<file path="src/verilog/gc_cfg.svh">
/*
 * Sizing for the global controller. GC_WQ_FLUSH_LEVEL must stay below
 * GC_WQ_DEPTH - 1, because up to two writes can arrive after a flush starts.
 */
`ifndef GC_CFG_SVH
`define GC_CFG_SVH

// data and address widths
`define GC_WORD_BITS      32
`define GC_ROW_BITS       8
`define GC_COL_BITS       6
`define GC_BANK_BITS      2
`define GC_NUM_BANKS      4

// queue sizing
`define GC_FIFO_DEPTH     8
`define GC_WQ_DEPTH       8
`define GC_WQ_FLUSH_LEVEL 4

`endif

</file>
<file path="src/verilog/gc_cmd_pkg.sv">
/*
 * Request-side types as the host sees them. Field order in the command
 * struct is fixed and matches the stimulus files.
 */
`include "gc_cfg.svh"

package gc_cmd_pkg;

    typedef enum logic
    {
        GC_OP_READ  = 1'b0,
        GC_OP_WRITE = 1'b1
    } gc_op_e;

    typedef enum logic [1:0]
    {
        GC_DT_WEIGHTS     = 2'd0,
        GC_DT_ACTIVATIONS = 2'd1,
        GC_DT_OUTPUT      = 2'd2
    } gc_data_type_e;

    // 19 bits at the default sizes
    typedef struct packed
    {
        gc_op_e                   op;
        gc_data_type_e            data_type;
        logic [`GC_ROW_BITS-1:0]  row;
        logic [`GC_COL_BITS-1:0]  col;
        logic [`GC_BANK_BITS-1:0] bank;
    } gc_front_cmd_t;

    typedef logic [`GC_WORD_BITS-1:0] gc_word_t;

endpackage

</file>
<file path="src/verilog/gc_bank_pkg.sv">
/*
 * Bank-side types. A scheduled entry carries its write word with it;
 * for reads the word is zero.
 */
`include "gc_cfg.svh"

package gc_bank_pkg;

    import gc_cmd_pkg::*;

    // what a bank controller sees, the bank field is implied by the port
    typedef struct packed
    {
        gc_op_e                  op;
        gc_data_type_e           data_type;
        logic [`GC_ROW_BITS-1:0] row;
        logic [`GC_COL_BITS-1:0] col;
    } gc_bank_cmd_t;

    typedef struct packed
    {
        gc_front_cmd_t cmd;
        gc_word_t      wdata;
    } gc_sched_entry_t;

    typedef logic [`GC_BANK_BITS-1:0] gc_bank_sel_t;

endpackage

</file>
<file path="src/verilog/gc_bank_dispatch.sv">
/*
 * Routes the scheduled head to its bank and returns read data in request
 * order. A bank must take a command the cycle its valid is high. Returns
 * from any bank other than the oldest outstanding read are held off.
 */
`timescale 1ns/1ns

`include "gc_cfg.svh"

module gc_bank_dispatch import gc_cmd_pkg::*, gc_bank_pkg::*; (
    input  logic                     i_clk,
    input  logic                     i_rst_n,
    input  gc_sched_entry_t          i_sched_head,
    input  logic                     i_sched_empty,
    output logic                     o_sched_pop,
    input  logic [`GC_NUM_BANKS-1:0] i_bank_ready,
    output logic [`GC_NUM_BANKS-1:0] o_bank_cmd_valid,
    output gc_bank_cmd_t             o_bank_cmd [`GC_NUM_BANKS],
    output gc_word_t                 o_bank_wdata [`GC_NUM_BANKS],
    input  logic [`GC_NUM_BANKS-1:0] i_bank_ret_valid,
    input  gc_word_t                 i_bank_ret_data [`GC_NUM_BANKS],
    output logic [`GC_NUM_BANKS-1:0] o_bank_ren,
    output logic                     o_rd_valid,
    output gc_word_t                 o_rd_data
);

    localparam int NB = `GC_NUM_BANKS;

    gc_bank_sel_t    head_bank;
    logic            head_is_read;
    logic [NB-1:0]   issue;

    gc_bank_sel_t    ro_head;
    logic            ro_empty;
    logic            ro_full;
    logic            ro_push;
    logic            ret_hs;
    logic            ret_valid;
    gc_word_t        ret_word;

    ////////////////////////////////////////////////////////////////////////////
    // command issue
    ////////////////////////////////////////////////////////////////////////////

    assign head_bank    = i_sched_head.cmd.bank;
    assign head_is_read = (i_sched_head.cmd.op == GC_OP_READ);

    // a read also needs room to record its bank
    assign o_sched_pop = !i_sched_empty && i_bank_ready[head_bank] &&
                         !(head_is_read && ro_full);

    always_comb
    begin
        issue = '0;
        if (o_sched_pop)
            issue[head_bank] = 1'b1;
    end

    always_ff @(posedge i_clk or negedge i_rst_n)
    begin
        if (!i_rst_n)
            o_bank_cmd_valid <= '0;
        else
            o_bank_cmd_valid <= issue;
    end

    for (genvar b = 0; b < NB; b++)
    begin : g_bank
        always_ff @(posedge i_clk)
        begin
            if (issue[b])
            begin
                o_bank_cmd[b]   <= '{op:        i_sched_head.cmd.op,
                                     data_type: i_sched_head.cmd.data_type,
                                     row:       i_sched_head.cmd.row,
                                     col:       i_sched_head.cmd.col};
                o_bank_wdata[b] <= i_sched_head.wdata;
            end
        end
    end

    ////////////////////////////////////////////////////////////////////////////
    // in-order read return
    ////////////////////////////////////////////////////////////////////////////

    assign ro_push = o_sched_pop && head_is_read;

    gc_sync_fifo #(
        .WIDTH (`GC_BANK_BITS),
        .DEPTH (`GC_FIFO_DEPTH)
    ) read_order_inst (
        .i_clk   (i_clk),
        .i_rst_n (i_rst_n),
        .i_push  (ro_push),
        .i_pop   (ret_hs),
        .i_data  (head_bank),
        .o_data  (ro_head),
        .o_empty (ro_empty),
        .o_full  (ro_full),
        .o_count ()
    );

    // only the oldest outstanding read may return
    always_comb
    begin
        o_bank_ren = '0;
        if (!ro_empty)
            o_bank_ren[ro_head] = 1'b1;
    end

    assign ret_hs = |(o_bank_ren & i_bank_ret_valid);

    always_ff @(posedge i_clk or negedge i_rst_n)
    begin
        if (!i_rst_n)
        begin
            ret_valid  <= 1'b0;
            o_rd_valid <= 1'b0;
        end
        else
        begin
            ret_valid  <= ret_hs;
            o_rd_valid <= ret_valid;
        end
    end

    always_ff @(posedge i_clk)
    begin
        if (ret_hs)
            ret_word <= i_bank_ret_data[ro_head];
        if (ret_valid)
            o_rd_data <= ret_word;
    end

    a_single_cmd : assert property (@(posedge i_clk) disable iff (!i_rst_n)
        $onehot0(o_bank_cmd_valid) && $onehot0(o_bank_ren));

endmodule

</file>
<file path="src/verilog/gc_global_controller.sv">
/*
 * Global controller in front of the bank controllers. Read data returns
 * in request order with no back-pressure on the host read channel.
 */
`timescale 1ns/1ns

`include "gc_cfg.svh"

module gc_global_controller import gc_cmd_pkg::*, gc_bank_pkg::*; (
    input  logic                     i_clk,
    input  logic                     i_rst_n,

    // host request channel
    input  logic                     i_req_valid,
    input  gc_front_cmd_t            i_req_cmd,
    input  gc_word_t                 i_req_wdata,
    output logic                     o_req_ready,

    // host read channel
    output logic                     o_rd_valid,
    output gc_word_t                 o_rd_data,

    // bank command channels
    input  logic [`GC_NUM_BANKS-1:0] i_bank_ready,
    output logic [`GC_NUM_BANKS-1:0] o_bank_cmd_valid,
    output gc_bank_cmd_t             o_bank_cmd [`GC_NUM_BANKS],
    output gc_word_t                 o_bank_wdata [`GC_NUM_BANKS],

    // bank return channels
    input  logic [`GC_NUM_BANKS-1:0] i_bank_ret_valid,
    input  gc_word_t                 i_bank_ret_data [`GC_NUM_BANKS],
    output logic [`GC_NUM_BANKS-1:0] o_bank_ren
);

    gc_sched_entry_t sched_head;
    logic            sched_empty;
    logic            sched_pop;

    gc_request_scheduler request_scheduler_inst (
        .i_clk         (i_clk),
        .i_rst_n       (i_rst_n),
        .i_req_valid   (i_req_valid),
        .i_req_cmd     (i_req_cmd),
        .i_req_wdata   (i_req_wdata),
        .o_req_ready   (o_req_ready),
        .i_sched_pop   (sched_pop),
        .o_sched_head  (sched_head),
        .o_sched_empty (sched_empty)
    );

    gc_bank_dispatch bank_dispatch_inst (
        .i_clk            (i_clk),
        .i_rst_n          (i_rst_n),
        .i_sched_head     (sched_head),
        .i_sched_empty    (sched_empty),
        .o_sched_pop      (sched_pop),
        .i_bank_ready     (i_bank_ready),
        .o_bank_cmd_valid (o_bank_cmd_valid),
        .o_bank_cmd       (o_bank_cmd),
        .o_bank_wdata     (o_bank_wdata),
        .i_bank_ret_valid (i_bank_ret_valid),
        .i_bank_ret_data  (i_bank_ret_data),
        .o_bank_ren       (o_bank_ren),
        .o_rd_valid       (o_rd_valid),
        .o_rd_data        (o_rd_data)
    );

endmodule

</file>
<file path="src/verilog/gc_request_scheduler.sv">
/*
 * Front end: registers the host request, sorts it into the read or write
 * queue and feeds one entry per cycle into the scheduled queue. Reads win
 * unless the write queue is flushing.
 */
`timescale 1ns/1ns

`include "gc_cfg.svh"

module gc_request_scheduler import gc_cmd_pkg::*, gc_bank_pkg::*; (
    input  logic            i_clk,
    input  logic            i_rst_n,
    input  logic            i_req_valid,
    input  gc_front_cmd_t   i_req_cmd,
    input  gc_word_t        i_req_wdata,
    output logic            o_req_ready,
    input  logic            i_sched_pop,
    output gc_sched_entry_t o_sched_head,
    output logic            o_sched_empty
);

    localparam int CW = $clog2(`GC_FIFO_DEPTH + 1);

    logic            req_valid_q;
    gc_front_cmd_t   req_cmd_q;
    gc_word_t        req_wdata_q;
    logic            rd_push;
    logic            wr_push;

    gc_front_cmd_t   rq_head;
    logic            rq_empty;
    logic            rq_full;
    logic [CW-1:0]   rq_count;
    logic            rq_room;
    logic            rq_pop;

    gc_sched_entry_t wq_head;
    logic            wq_empty;
    logic            wq_full;
    logic            wq_flush;
    logic            wq_pop;

    logic            sq_full;
    logic            sq_push;
    logic            pick_write;
    gc_sched_entry_t sq_in;

    ////////////////////////////////////////////////////////////////////////////
    // host request register
    ////////////////////////////////////////////////////////////////////////////

    // a request already registered still needs a read queue slot
    assign rq_room     = rd_push ? (rq_count < CW'(`GC_FIFO_DEPTH - 1)) : !rq_full;
    assign o_req_ready = rq_room && !wq_full && !wq_flush;

    always_ff @(posedge i_clk or negedge i_rst_n)
    begin
        if (!i_rst_n)
            req_valid_q <= 1'b0;
        else
            req_valid_q <= i_req_valid && o_req_ready;
    end

    always_ff @(posedge i_clk)
    begin
        if (i_req_valid && o_req_ready)
        begin
            req_cmd_q   <= i_req_cmd;
            req_wdata_q <= i_req_wdata;
        end
    end

    assign rd_push = req_valid_q && (req_cmd_q.op == GC_OP_READ);
    assign wr_push = req_valid_q && (req_cmd_q.op == GC_OP_WRITE);

    ////////////////////////////////////////////////////////////////////////////
    // read and write queues
    ////////////////////////////////////////////////////////////////////////////

    gc_sync_fifo #(
        .WIDTH ($bits(gc_front_cmd_t)),
        .DEPTH (`GC_FIFO_DEPTH)
    ) read_queue_inst (
        .i_clk   (i_clk),
        .i_rst_n (i_rst_n),
        .i_push  (rd_push),
        .i_pop   (rq_pop),
        .i_data  (req_cmd_q),
        .o_data  (rq_head),
        .o_empty (rq_empty),
        .o_full  (rq_full),
        .o_count (rq_count)
    );

    // the registered read probes for an older write to its address
    gc_write_queue write_queue_inst (
        .i_clk         (i_clk),
        .i_rst_n       (i_rst_n),
        .i_push        (wr_push),
        .i_cmd         (req_cmd_q),
        .i_wdata       (req_wdata_q),
        .i_pop         (wq_pop),
        .i_raw_probe   (req_cmd_q),
        .i_probe_valid (rd_push),
        .o_head        (wq_head),
        .o_empty       (wq_empty),
        .o_full        (wq_full),
        .o_flush       (wq_flush)
    );

    ////////////////////////////////////////////////////////////////////////////
    // arbitration into the scheduled queue
    ////////////////////////////////////////////////////////////////////////////

    assign pick_write = !wq_empty && (wq_flush || rq_empty);
    assign wq_pop     = !sq_full && pick_write;
    assign rq_pop     = !sq_full && !rq_empty && !pick_write;
    assign sq_push    = wq_pop || rq_pop;

    always_comb
    begin
        if (pick_write)
            sq_in = wq_head;
        else
            sq_in = '{cmd: rq_head, wdata: '0};
    end

    gc_sync_fifo #(
        .WIDTH ($bits(gc_sched_entry_t)),
        .DEPTH (`GC_FIFO_DEPTH)
    ) sched_queue_inst (
        .i_clk   (i_clk),
        .i_rst_n (i_rst_n),
        .i_push  (sq_push),
        .i_pop   (i_sched_pop),
        .i_data  (sq_in),
        .o_data  (o_sched_head),
        .o_empty (o_sched_empty),
        .o_full  (sq_full),
        .o_count ()
    );

    // during a flush only queued writes may move on
    a_flush_writes_only : assert property (@(posedge i_clk) disable iff (!i_rst_n)
        (sq_push && wq_flush && !wq_empty) |-> (sq_in.cmd.op == GC_OP_WRITE));

endmodule

</file>
<file path="src/verilog/gc_sync_fifo.sv">
/*
 * Single-clock FIFO with first-word fall-through: o_data shows the head
 * whenever o_empty is low. The caller must not push when full or pop
 * when empty. Push and pop in one cycle are allowed.
 */
`timescale 1ns/1ns

module gc_sync_fifo #(
    parameter int WIDTH = 8,
    parameter int DEPTH = 8
) (
    input  logic                       i_clk,
    input  logic                       i_rst_n,
    input  logic                       i_push,
    input  logic                       i_pop,
    input  logic [WIDTH-1:0]           i_data,
    output logic [WIDTH-1:0]           o_data,
    output logic                       o_empty,
    output logic                       o_full,
    output logic [$clog2(DEPTH+1)-1:0] o_count
);

    localparam int AW = (DEPTH > 1) ? $clog2(DEPTH) : 1;
    localparam int CW = $clog2(DEPTH + 1);

    logic [WIDTH-1:0] mem [DEPTH];
    logic [AW-1:0]    wr_ptr;
    logic [AW-1:0]    rd_ptr;

    always_ff @(posedge i_clk or negedge i_rst_n)
    begin
        if (!i_rst_n)
        begin
            wr_ptr  <= '0;
            rd_ptr  <= '0;
            o_count <= '0;
        end
        else
        begin
            // wrap by compare so any depth works
            if (i_push)
                wr_ptr <= (wr_ptr == AW'(DEPTH - 1)) ? '0 : wr_ptr + 1'b1;
            if (i_pop)
                rd_ptr <= (rd_ptr == AW'(DEPTH - 1)) ? '0 : rd_ptr + 1'b1;
            if (i_push && !i_pop)
                o_count <= o_count + 1'b1;
            else if (i_pop && !i_push)
                o_count <= o_count - 1'b1;
        end
    end

    always_ff @(posedge i_clk)
    begin
        if (i_push)
            mem[wr_ptr] <= i_data;
    end

    assign o_data  = mem[rd_ptr];
    assign o_empty = (o_count == '0);
    assign o_full  = (o_count == CW'(DEPTH));

    a_no_overflow : assert property (@(posedge i_clk) disable iff (!i_rst_n)
        !(i_push && o_full));
    a_no_underflow : assert property (@(posedge i_clk) disable iff (!i_rst_n)
        !(i_pop && o_empty));

endmodule

</file>
<file path="src/verilog/gc_write_queue.sv">
/*
 * Write queue with a valid bit per slot so a queued write can be matched
 * against a read address. Entries leave in arrival order. The flush flag
 * holds until the queue is empty.
 */
`timescale 1ns/1ns

`include "gc_cfg.svh"

module gc_write_queue import gc_cmd_pkg::*, gc_bank_pkg::*; (
    input  logic            i_clk,
    input  logic            i_rst_n,
    input  logic            i_push,
    input  gc_front_cmd_t   i_cmd,
    input  gc_word_t        i_wdata,
    input  logic            i_pop,
    input  gc_front_cmd_t   i_raw_probe,
    input  logic            i_probe_valid,
    output gc_sched_entry_t o_head,
    output logic            o_empty,
    output logic            o_full,
    output logic            o_flush
);

    localparam int DEPTH = `GC_WQ_DEPTH;
    localparam int AW    = $clog2(DEPTH);
    localparam int CW    = $clog2(DEPTH + 1);

    typedef enum logic
    {
        WQ_ACCEPT,
        WQ_FLUSH
    } wq_state_e;

    wq_state_e       state;
    gc_sched_entry_t slot [DEPTH];
    logic [DEPTH-1:0] slot_valid;
    logic [AW-1:0]   wr_ptr;
    logic [AW-1:0]   rd_ptr;
    logic            raw_hit;
    logic            at_level;

    ////////////////////////////////////////////////////////////////////////////
    // slot bookkeeping
    ////////////////////////////////////////////////////////////////////////////

    always_ff @(posedge i_clk or negedge i_rst_n)
    begin
        if (!i_rst_n)
        begin
            wr_ptr     <= '0;
            rd_ptr     <= '0;
            slot_valid <= '0;
        end
        else
        begin
            if (i_push)
            begin
                slot_valid[wr_ptr] <= 1'b1;
                wr_ptr             <= (wr_ptr == AW'(DEPTH - 1)) ? '0 : wr_ptr + 1'b1;
            end
            if (i_pop)
            begin
                slot_valid[rd_ptr] <= 1'b0;
                rd_ptr             <= (rd_ptr == AW'(DEPTH - 1)) ? '0 : rd_ptr + 1'b1;
            end
        end
    end

    always_ff @(posedge i_clk)
    begin
        if (i_push)
            slot[wr_ptr] <= '{cmd: i_cmd, wdata: i_wdata};
    end

    assign o_head  = slot[rd_ptr];
    assign o_empty = !slot_valid[rd_ptr];
    assign o_full  = slot_valid[wr_ptr];

    ////////////////////////////////////////////////////////////////////////////
    // read-after-write match and flush FSM
    ////////////////////////////////////////////////////////////////////////////

    // row, column and bank must all match
    always_comb
    begin
        raw_hit = 1'b0;
        for (int i = 0; i < DEPTH; i++)
        begin
            if (slot_valid[i] && slot[i].cmd.row == i_raw_probe.row &&
                slot[i].cmd.col == i_raw_probe.col && slot[i].cmd.bank == i_raw_probe.bank)
                raw_hit = i_probe_valid;
        end
    end

    assign at_level = ($countones(slot_valid) >= CW'(`GC_WQ_FLUSH_LEVEL));

    always_ff @(posedge i_clk or negedge i_rst_n)
    begin
        if (!i_rst_n)
            state <= WQ_ACCEPT;
        else
        begin
            case (state)
                WQ_ACCEPT:
                begin
                    if (raw_hit || at_level)
                        state <= WQ_FLUSH;
                end
                WQ_FLUSH:
                begin
                    if (o_empty)
                        state <= WQ_ACCEPT;
                end
                default:
                    state <= WQ_ACCEPT;
            endcase
        end
    end

    assign o_flush = (state == WQ_FLUSH);

endmodule
</file>
<file path="config.mk">
export PLATFORM = sky130hd
export DESIGN_NAME = gc_global_controller
export DESIGN_NICKNAME = d
export VERILOG_FILES = /design/src/verilog/gc_cmd_pkg.sv /design/src/verilog/gc_bank_pkg.sv /design/src/verilog/gc_bank_dispatch.sv /design/src/verilog/gc_global_controller.sv /design/src/verilog/gc_request_scheduler.sv /design/src/verilog/gc_sync_fifo.sv /design/src/verilog/gc_write_queue.sv
export VERILOG_INCLUDE_DIRS = /design/src /design/src/verilog
export SDC_FILE = /design/constraint.sdc
export NUM_CORES = 1
export LEC_CHECK = 0
export BUFFER_PORTS_ARGS = -buffer_cell sky130_fd_sc_hd__buf_2
export CORE_MARGIN = 8
export CORE_UTILIZATION = 55
export CTS_CLUSTER_SIZE = 14
export DETAILED_ROUTE_END_ITERATION = 16
export GPL_TIMING_DRIVEN = 0
export PLACE_DENSITY = 0.72
export SYNTH_ARGS = -nofsm -noshare
export SYNTH_HDL_FRONTEND = slang
export SYNTH_HIERARCHICAL = 1
export SYNTH_SLANG_ARGS = --single-unit
</file>
<file path="constraint.sdc">
create_clock -name i_clk -period 9.8 [get_ports i_clk]
set_clock_uncertainty 0.15 [all_clocks]
set_input_delay 0.49 -clock i_clk [delete_from_list [all_inputs] [get_ports i_clk]]
set_output_delay 0.49 -clock i_clk [all_outputs]
set_load 0.05 [all_outputs]
</file>
==> impl_metrics.json, run 1 <==
{
  "status": "finished, final reports clean",
  "root_buffer": "clkbuf_16",
  "clkTransAtPathRegs_ps": 60,
  "vias": 26800,
  "drt.antenna.violating_nets": 0,
  "rows": 113,
  "initial_core_util": 0.554,
  "fmax_mhz": 184,
  "cp_max_fo": 12,
  "globalRouteOverflowTotal": 0,
  "worstMarginPinSlew_ps": 1140,
  "cts_buffers": 134,
  "fin_nets": 3428,
  "cap_viol_max_count": 0,
  "ys_ff_latch": 1347,
  "stdcell_count": 4576,
  "grt_max_degree": 53,
  "period_needed_ps": 5420,
  "grt_use_total": 0.235,
  "cts_hold_buffers": 101,
  "pwr-share-seq": 0.409,
  "fillers": 6067,
  "hp-class": "input port to register",
  "synth_nets": 2667,
  "ys.flop_type": "edfxtp_1",
  "cp.required_ps": 10260,
  "cp-end-kind": "register",
  "slew_headroom": 0.231,
  "io_pins": 428,
  "layout-drive-gt1-share": 0.349,
  "first_global_vias": 27900,
  "crit_arrival_ps": 5890,
  "p_int_w": 0.0148,
  "seq_area_frac_synth": 0.765,
  "tns_ps": 0,
  "path_cells": "buf_2 -> buf_1 -> mux4_2 -> mux2_2 -> mux4_2 -> nor3b_1 -> inv_1 -> ha_1 -> inv_1 -> ha_1 -> or4_1 -> o211ai_1 -> o211ai_1",
  "portBuffers": 427,
  "grt_pass1_wl_um": 185000,
  "synth-edff-count": 1295,
  "dpl_cell_area_mm2": 0.0578,
  "dp_hpwl_um": 88600,
  "die-area_mm2": 0.106,
  "synth-async-reset-ratio": 0.0386,
  "path_class": "register to register",
  "drt_iter0_drc": 2678,
  "gp_congestion": 0.940,
  "synthCells": 2444,
  "finalCritPeriodShare": 0.554,
  "cpPeakStageDelay_ps": 710,
  "coreArea_mm2": 0.0949,
  "syn_area_mm2": 0.0526,
  "insertion_delay_ps": 740,
  "vias_per_cell": 5.86,
  "dp_slack_ps": 4230,
  "post_cts.repair.setup_buffers": 0,
  "swShare": 0.361,
  "hold_slack_ps": 58.1,
  "rsz0062_at_grt": "false",
  "leakagePower_nw": 21.9,
  "yosysWarnings": 6,
  "pwr-share-clk": 0.212,
  "maxSlewViolCount": 0,
  "antenna_found_initial": 1,
  "cts_tree": "built",
  "slowest_stage": "buf_1",
  "start_kind": "register",
  "critical-path-top-delay-family": "buffers and inverters",
  "htree_levels": 4,
  "vdd_ir_drop_max_v": 0.000180,
  "die_y_um": 325,
  "timing_hold_violations_final": 0,
  "placed_cells": 4232,
  "cts.path.max_buffers": 3,
  "p_comb_frac": 0.379,
  "first_pass_iters": 6,
  "p_switching_w": 0.00840,
  "setup_violations": 0,
  "wl_per_cell_um": 27.5,
  "power.density_mw_per_mm2": 369,
  "crit_buf_inv": 4,
  "drc": 0,
  "die_w_um": 325,
  "clkSinkCount": 1347,
  "wl_um": 126000,
  "synth_cell_type_count": 49,
  "design_area_mm2": 0.0630,
  "post_cts_resized": 0,
  "worst_slack_ps": 4380,
  "syn2layout_area_growth_pct": 19.9,
  "syn_area_per_cell_um2": 21.5
}
[metrics by stage]
step,util,total power [W]
after global placement,0.593,0.0179
after CTS,0.664,0.0234
final,0.664,0.0232
after detailed placement,0.609,0.0183
after global routing,0.664,0.0242
after floorplan,-,0.0153
[synthesized netlist by cell type, types with 14 or more instances]
cell	number	area (um^2)
dfrtp_1	52	1300
mux4_1	47	1230
edfxtp_1	1295	38900
xor2_1	86	753
mux4_2	237	5340
nand2_1	180	676
nor4_1	26	163
inv_1	19	71.3
nor3_1	24	120
clkbuf_1	35	131
buf_6	26	293
ha_1	27	338
mux2_4	17	255
nor2_1	34	128
nand4_1	14	87.6
buf_2	29	145
and2_1	33	206
mux2_2	93	1050
xnor2_1	48	420
[final cells by class]
type | count | area [um^2] | area share
well taps | 1265 | 1580 | 0.0251
flip-flops and latches | 1347 | 40200 | 0.638
plain buffers | 110 | 712 | 0.0113
inverters | 19 | 71.3 | 0.00113
repair buffers | 625 | 4470 | 0.0710
clock inverters | 64 | 591 | 0.00937
diodes | 2 | 5.00 | 0.0000794
multi-input cells | 968 | 11800 | 0.187
clock buffers | 176 | 3630 | 0.0575
[per-layer routing]
| metal | track usage | vias to the layer above | share of wire |
|---|---|---|---|
| li1 | - | 11500 | - |
| met1 | 0.317 | 14000 | 0.40 |
| met2 | 0.394 | 1160 | 0.50 |
| met3 | 0.0488 | 172 | 0.076 |
| met4 | 0.0610 | 0 | 0.020 |
| met5 | 0 | - | 0 |
[placed cells by master, fill, tap and decap left out, types with 19 or more instances in the layout]
cell and instances:
mux2_2 93, xnor2_1 48, mux4_1 47, clkinv_1 26, clkbuf_16 138, dfrtp_1 51, ha_1 27, inv_1 19
clkbuf_1 70, xor2_1 86, edfxtp_1 1295, nand2_1 180, buf_6 55, buf_4 41, buf_2 456, nor4_1 23
and2_1 33, dlygate4sd3_1 101, mux4_2 237
[cells by family (layout without fill, tap and decap cells)]
| kind of cell | Yosys count | count (layout) | share of synthesized area |
|---|---|---|---|
| flip-flops | 1347 | 1347 | 0.765 |
| multiplexers | 398 | 398 | 0.151 |
| AND/OR/NAND/NOR | 361 | 361 | 0.0327 |
| XOR/XNOR | 134 | 134 | 0.0223 |
| buffers and inverters | 129 | 994 | 0.0149 |
| AO/OA/AOI/OAI | 42 | 42 | 0.00607 |
| adder cells (fa/ha/maj) | 33 | 33 | 0.00871 |
| other | 0 | 2 | 0 |
[power by group through the flow]
stage	clock, W	sequential [W]	combinational, W
floorplan	0	0.0109	0.00437
global placement	0	0.00977	0.00808
detailed placement	0	0.00962	0.00869
CTS	0.00500	0.00952	0.00888
global route	0.00521	0.00965	0.00932
finish	0.00492	0.00950	0.00882
[flip-flops by register name, indices dropped and copies added (netlist names), 4 cells and up]
signal and count:
bank_dispatch_inst/o_bank_cmd 68, bank_dispatch_inst/o_bank_cmd_valid 4, bank_dispatch_inst/o_bank_wdata 128, bank_dispatch_inst/o_rd_data 32, bank_dispatch_inst/read_order_inst/mem 16, bank_dispatch_inst/read_order_inst/o_count 4, bank_dispatch_inst/ret_word 32, request_scheduler_inst/read_queue_inst/mem 152
request_scheduler_inst/read_queue_inst/o_count 4, request_scheduler_inst/req_cmd_q 19, request_scheduler_inst/req_wdata_q 32, request_scheduler_inst/sched_queue_inst/mem 408, request_scheduler_inst/sched_queue_inst/o_count 4, request_scheduler_inst/write_queue_inst/slot 408, request_scheduler_inst/write_queue_inst/slot_valid 8
[worst reg2reg max path: stages, from the launching register on]
cell	delay [ps]
dfrtp_1	460
buf_2	310
buf_1	720
mux4_2	450
mux2_2	410
mux4_2	400
nor3b_1	710
inv_1	180
ha_1	310
inv_1	160
ha_1	310
or4_1	480
o211ai_1	140
o211ai_1	110
[worst paths after layout]
check,startpoint,cells after the start,to,slack (ps)
max,register,13,register,4380
min,i_bank_ret_data[102],2,bank_dispatch_inst/ret_word[6],60
max reg2reg,register,13,register,4380
min reg2reg,bank_dispatch_inst/ret_word[0],0,bank_dispatch_inst/o_rd_data[0],260
max in group asynchronous,i_rst_n,2,bank_dispatch_inst/ret_valid,8660
min in group asynchronous,i_rst_n,2,bank_dispatch_inst/o_rd_valid,250
No activity file was read; power rests on OpenSTA's default activity.
==> run 2: changes to the inputs <==
--- a/config.mk
+++ b/config.mk
@@ -8,11 +8,11 @@
 export LEC_CHECK = 0
 export BUFFER_PORTS_ARGS = -buffer_cell sky130_fd_sc_hd__buf_2
 export CORE_MARGIN = 8
-export CORE_UTILIZATION = 55
+export CORE_UTILIZATION = 54
 export CTS_CLUSTER_SIZE = 14
 export DETAILED_ROUTE_END_ITERATION = 16
 export GPL_TIMING_DRIVEN = 0
-export PLACE_DENSITY = 0.72
+export PLACE_DENSITY = 0.74
 export SYNTH_ARGS = -nofsm -noshare
 export SYNTH_HDL_FRONTEND = slang
 export SYNTH_HIERARCHICAL = 1
==> constraint.sdc (replaced) <==
create_clock -name i_clk -period 4.8 [get_ports i_clk]
set_clock_uncertainty 0.15 [all_clocks]
set_input_delay 0.24 -clock i_clk [delete_from_list [all_inputs] [get_ports i_clk]]
set_output_delay 0.24 -clock i_clk [all_outputs]
set_load 0.05 [all_outputs]
==> impl_metrics.json, run 2 (synthesis results as in run 1) <==
{
  "coreArea_mm2": 0.0966,
  "dp_hpwl_um": 85300,
  "cp.required_ps": 5220,
  "diodes": 0,
  "leakagePower_nw": 21.9,
  "grt_pass1_wl_um": 182000,
  "start_kind": "register",
  "vias_per_cell": 5.83,
  "clkSinkCount": 1347,
  "wl_per_cell_um": 27.2,
  "gp_congestion": 0.901,
  "cpPeakStageDelay_ps": 570,
  "drt.antenna.violating_nets": 0,
  "cp_max_fo": 12,
  "design_area_mm2": 0.0634,
  "cp-end-kind": "register",
  "period_needed_ps": 4530,
  "setup_violations": 0,
  "first_pass_iters": 5,
  "first_global_vias": 27800,
  "portBuffers": 427,
  "maxSlewViolCount": 7,
  "top_regs": "request_scheduler_inst/sched_queue_inst/mem: 408 flops, request_scheduler_inst/write_queue_inst/slot: 408 flops, request_scheduler_inst/read_queue_inst/mem: 152 flops",
  "vias": 26700,
  "drc": 0,
  "rows": 114,
  "root_buffer": "clkbuf_16",
  "die_y_um": 328,
  "dpl_cell_area_mm2": 0.0578,
  "power.density_mw_per_mm2": 753,
  "slew_headroom": -0.0709,
  "insertion_delay_ps": 730,
  "cts_buffers": 134,
  "hold_slack_ps": -10.5,
  "multi_input_area_mm2": 0.0119,
  "antenna_found_initial": 1,
  "grt_max_degree": 53,
  "status": "finished, violations left",
  "cts_tree": "built",
  "rsz0062_at_grt": "false",
  "die_w_um": 328,
  "drt_iter0_drc": 2476,
  "initial_core_util": 0.544,
  "cts.path.max_buffers": 3,
  "placed_cells": 4215,
  "vdd_ir_drop_max_v": 0.000362,
  "worstMarginPinSlew_ps": 1590,
  "fin_nets": 3422,
  "io_pins": 428,
  "crit_arrival_ps": 4950,
  "layout_commonest_cell": "edfxtp_1",
  "final_cell_mix": "edfxtp_1, buf_2, mux4_2",
  "syn2layout_area_growth_pct": 20.6,
  "grt_use_total": 0.227,
  "slowest_stage": "mux4_2",
  "hp-class": "input port to async pin",
  "cap_viol_max_count": 1,
  "stdcell_count": 4579,
  "wl_um": 124000,
  "seqCellArea_mm2": 0.0402,
  "finalCritPeriodShare": 0.943,
  "path_class": "register to register",
  "clkTransAtPathRegs_ps": 60,
  "htree_levels": 4,
  "fmax_mhz": 221,
  "globalRouteOverflowTotal": 0,
  "timing_hold_violations_final": 3,
  "layout-drive-gt1-share": 0.345,
  "violations": "negative hold slack, max-capacitance violations, max-slew violations",
  "tns_ps": 0,
  "die-area_mm2": 0.108,
  "fillers": 6091,
  "path_cells": "buf_2 -> buf_2 -> mux4_2 -> mux2_2 -> mux4_2 -> nor3b_2 -> inv_1 -> ha_1 -> inv_1 -> ha_1 -> or4_1 -> o211ai_1 -> o211ai_1"
}
## run 2: cell types whose count changed in the layout (fill, tap and decap cells not counted), sizes merged
cell,previous run,this run
buf,598,570
bufinv,9,11
clkbuf,212,211
clkdlybuf4s15,0,1
clkinv,50,45
diode,2,0
dlygate4sd3,101,121
inv,23,27
nor2b,4,5
## run 2: final timing paths
| kind | to | cells after the start | slack (ps) | start |
|---|---|---|---|---|
| worst max-delay path | register | 13 | 270 | register |
| worst min-delay path | request_scheduler_inst/read_queue_inst/wr_ptr[1] | 2 | -10 | i_rst_n |
| worst max register to register | register | 13 | 270 | register |
| worst min register to register | bank_dispatch_inst/o_rd_data[14] | 0 | 260 | bank_dispatch_inst/ret_word[14] |
| max in group asynchronous | bank_dispatch_inst/o_bank_cmd_valid[3] | 2 | 3910 | i_rst_n |
| min in group i_clk | request_scheduler_inst/req_cmd_q[17] | 2 | 70 | i_req_cmd[17] |
## run 2: worst max-delay path, delay by kind of cell, from the launching register on
kind,cells,cell delay [ps]
AND/OR/NAND/NOR,2,680
AO/OA/AOI/OAI,2,230
flip-flops,1,350
multiplexers,3,1480
buffers and inverters,4,860
adder cells (fa/ha/maj),2,610
## run 2: stage by stage
| stage | total power, W | utilization | worst slack (ps) |
|---|---|---|---|
| finish | 0.0477 | 0.656 | 273 |
| global route | 0.0496 | 0.656 | 62.6 |
| floorplan | 0.0311 | - | -311 |
| CTS | 0.0480 | 0.656 | 23.7 |
| detailed placement | 0.0374 | 0.599 | -782 |
| global placement | 0.0360 | 0.584 | -2960 |
## run 2: what timing repair did
| item | 4_1_cts | 5_1_grt |
|---|---|---|
| hold buffers | 121 | 0 |
| setup buffers | 1 | 1 |
| endpoints found under the hold margin | 187 | 0 |
| gates cloned | 0 | 1 |
| setup endpoints to repair | 12 | 3 |
| pin swaps | 0 | 0 |
| gates resized for setup | 8 | 1 |
## run 2: routing by layer
layer,GRT usage,wire (um)
met5,0,0
met2,0.384,62800
met3,0.0483,9680
met4,0.0632,3050
met1,0.301,49000
## run 2: layout make-up
class / instances / area share
Multi-Input combinational cell: 969 / 0.187
Clock inverter: 65 / 0.0103
Buffer: 110 / 0.0114
Tap cell: 1276 / 0.0252
Sequential cell: 1347 / 0.634
Timing Repair Buffer: 618 / 0.0739
Inverter: 19 / 0.00113
Clock buffer: 175 / 0.0568
## run 2: report_power, final
group / internal, W / total, W / switching (W)
registers: 0.0180 / 0.0195 / 0.00149
logic: 0.00668 / 0.0181 / 0.0115
clock network: 0.00589 / 0.0101 / 0.00421
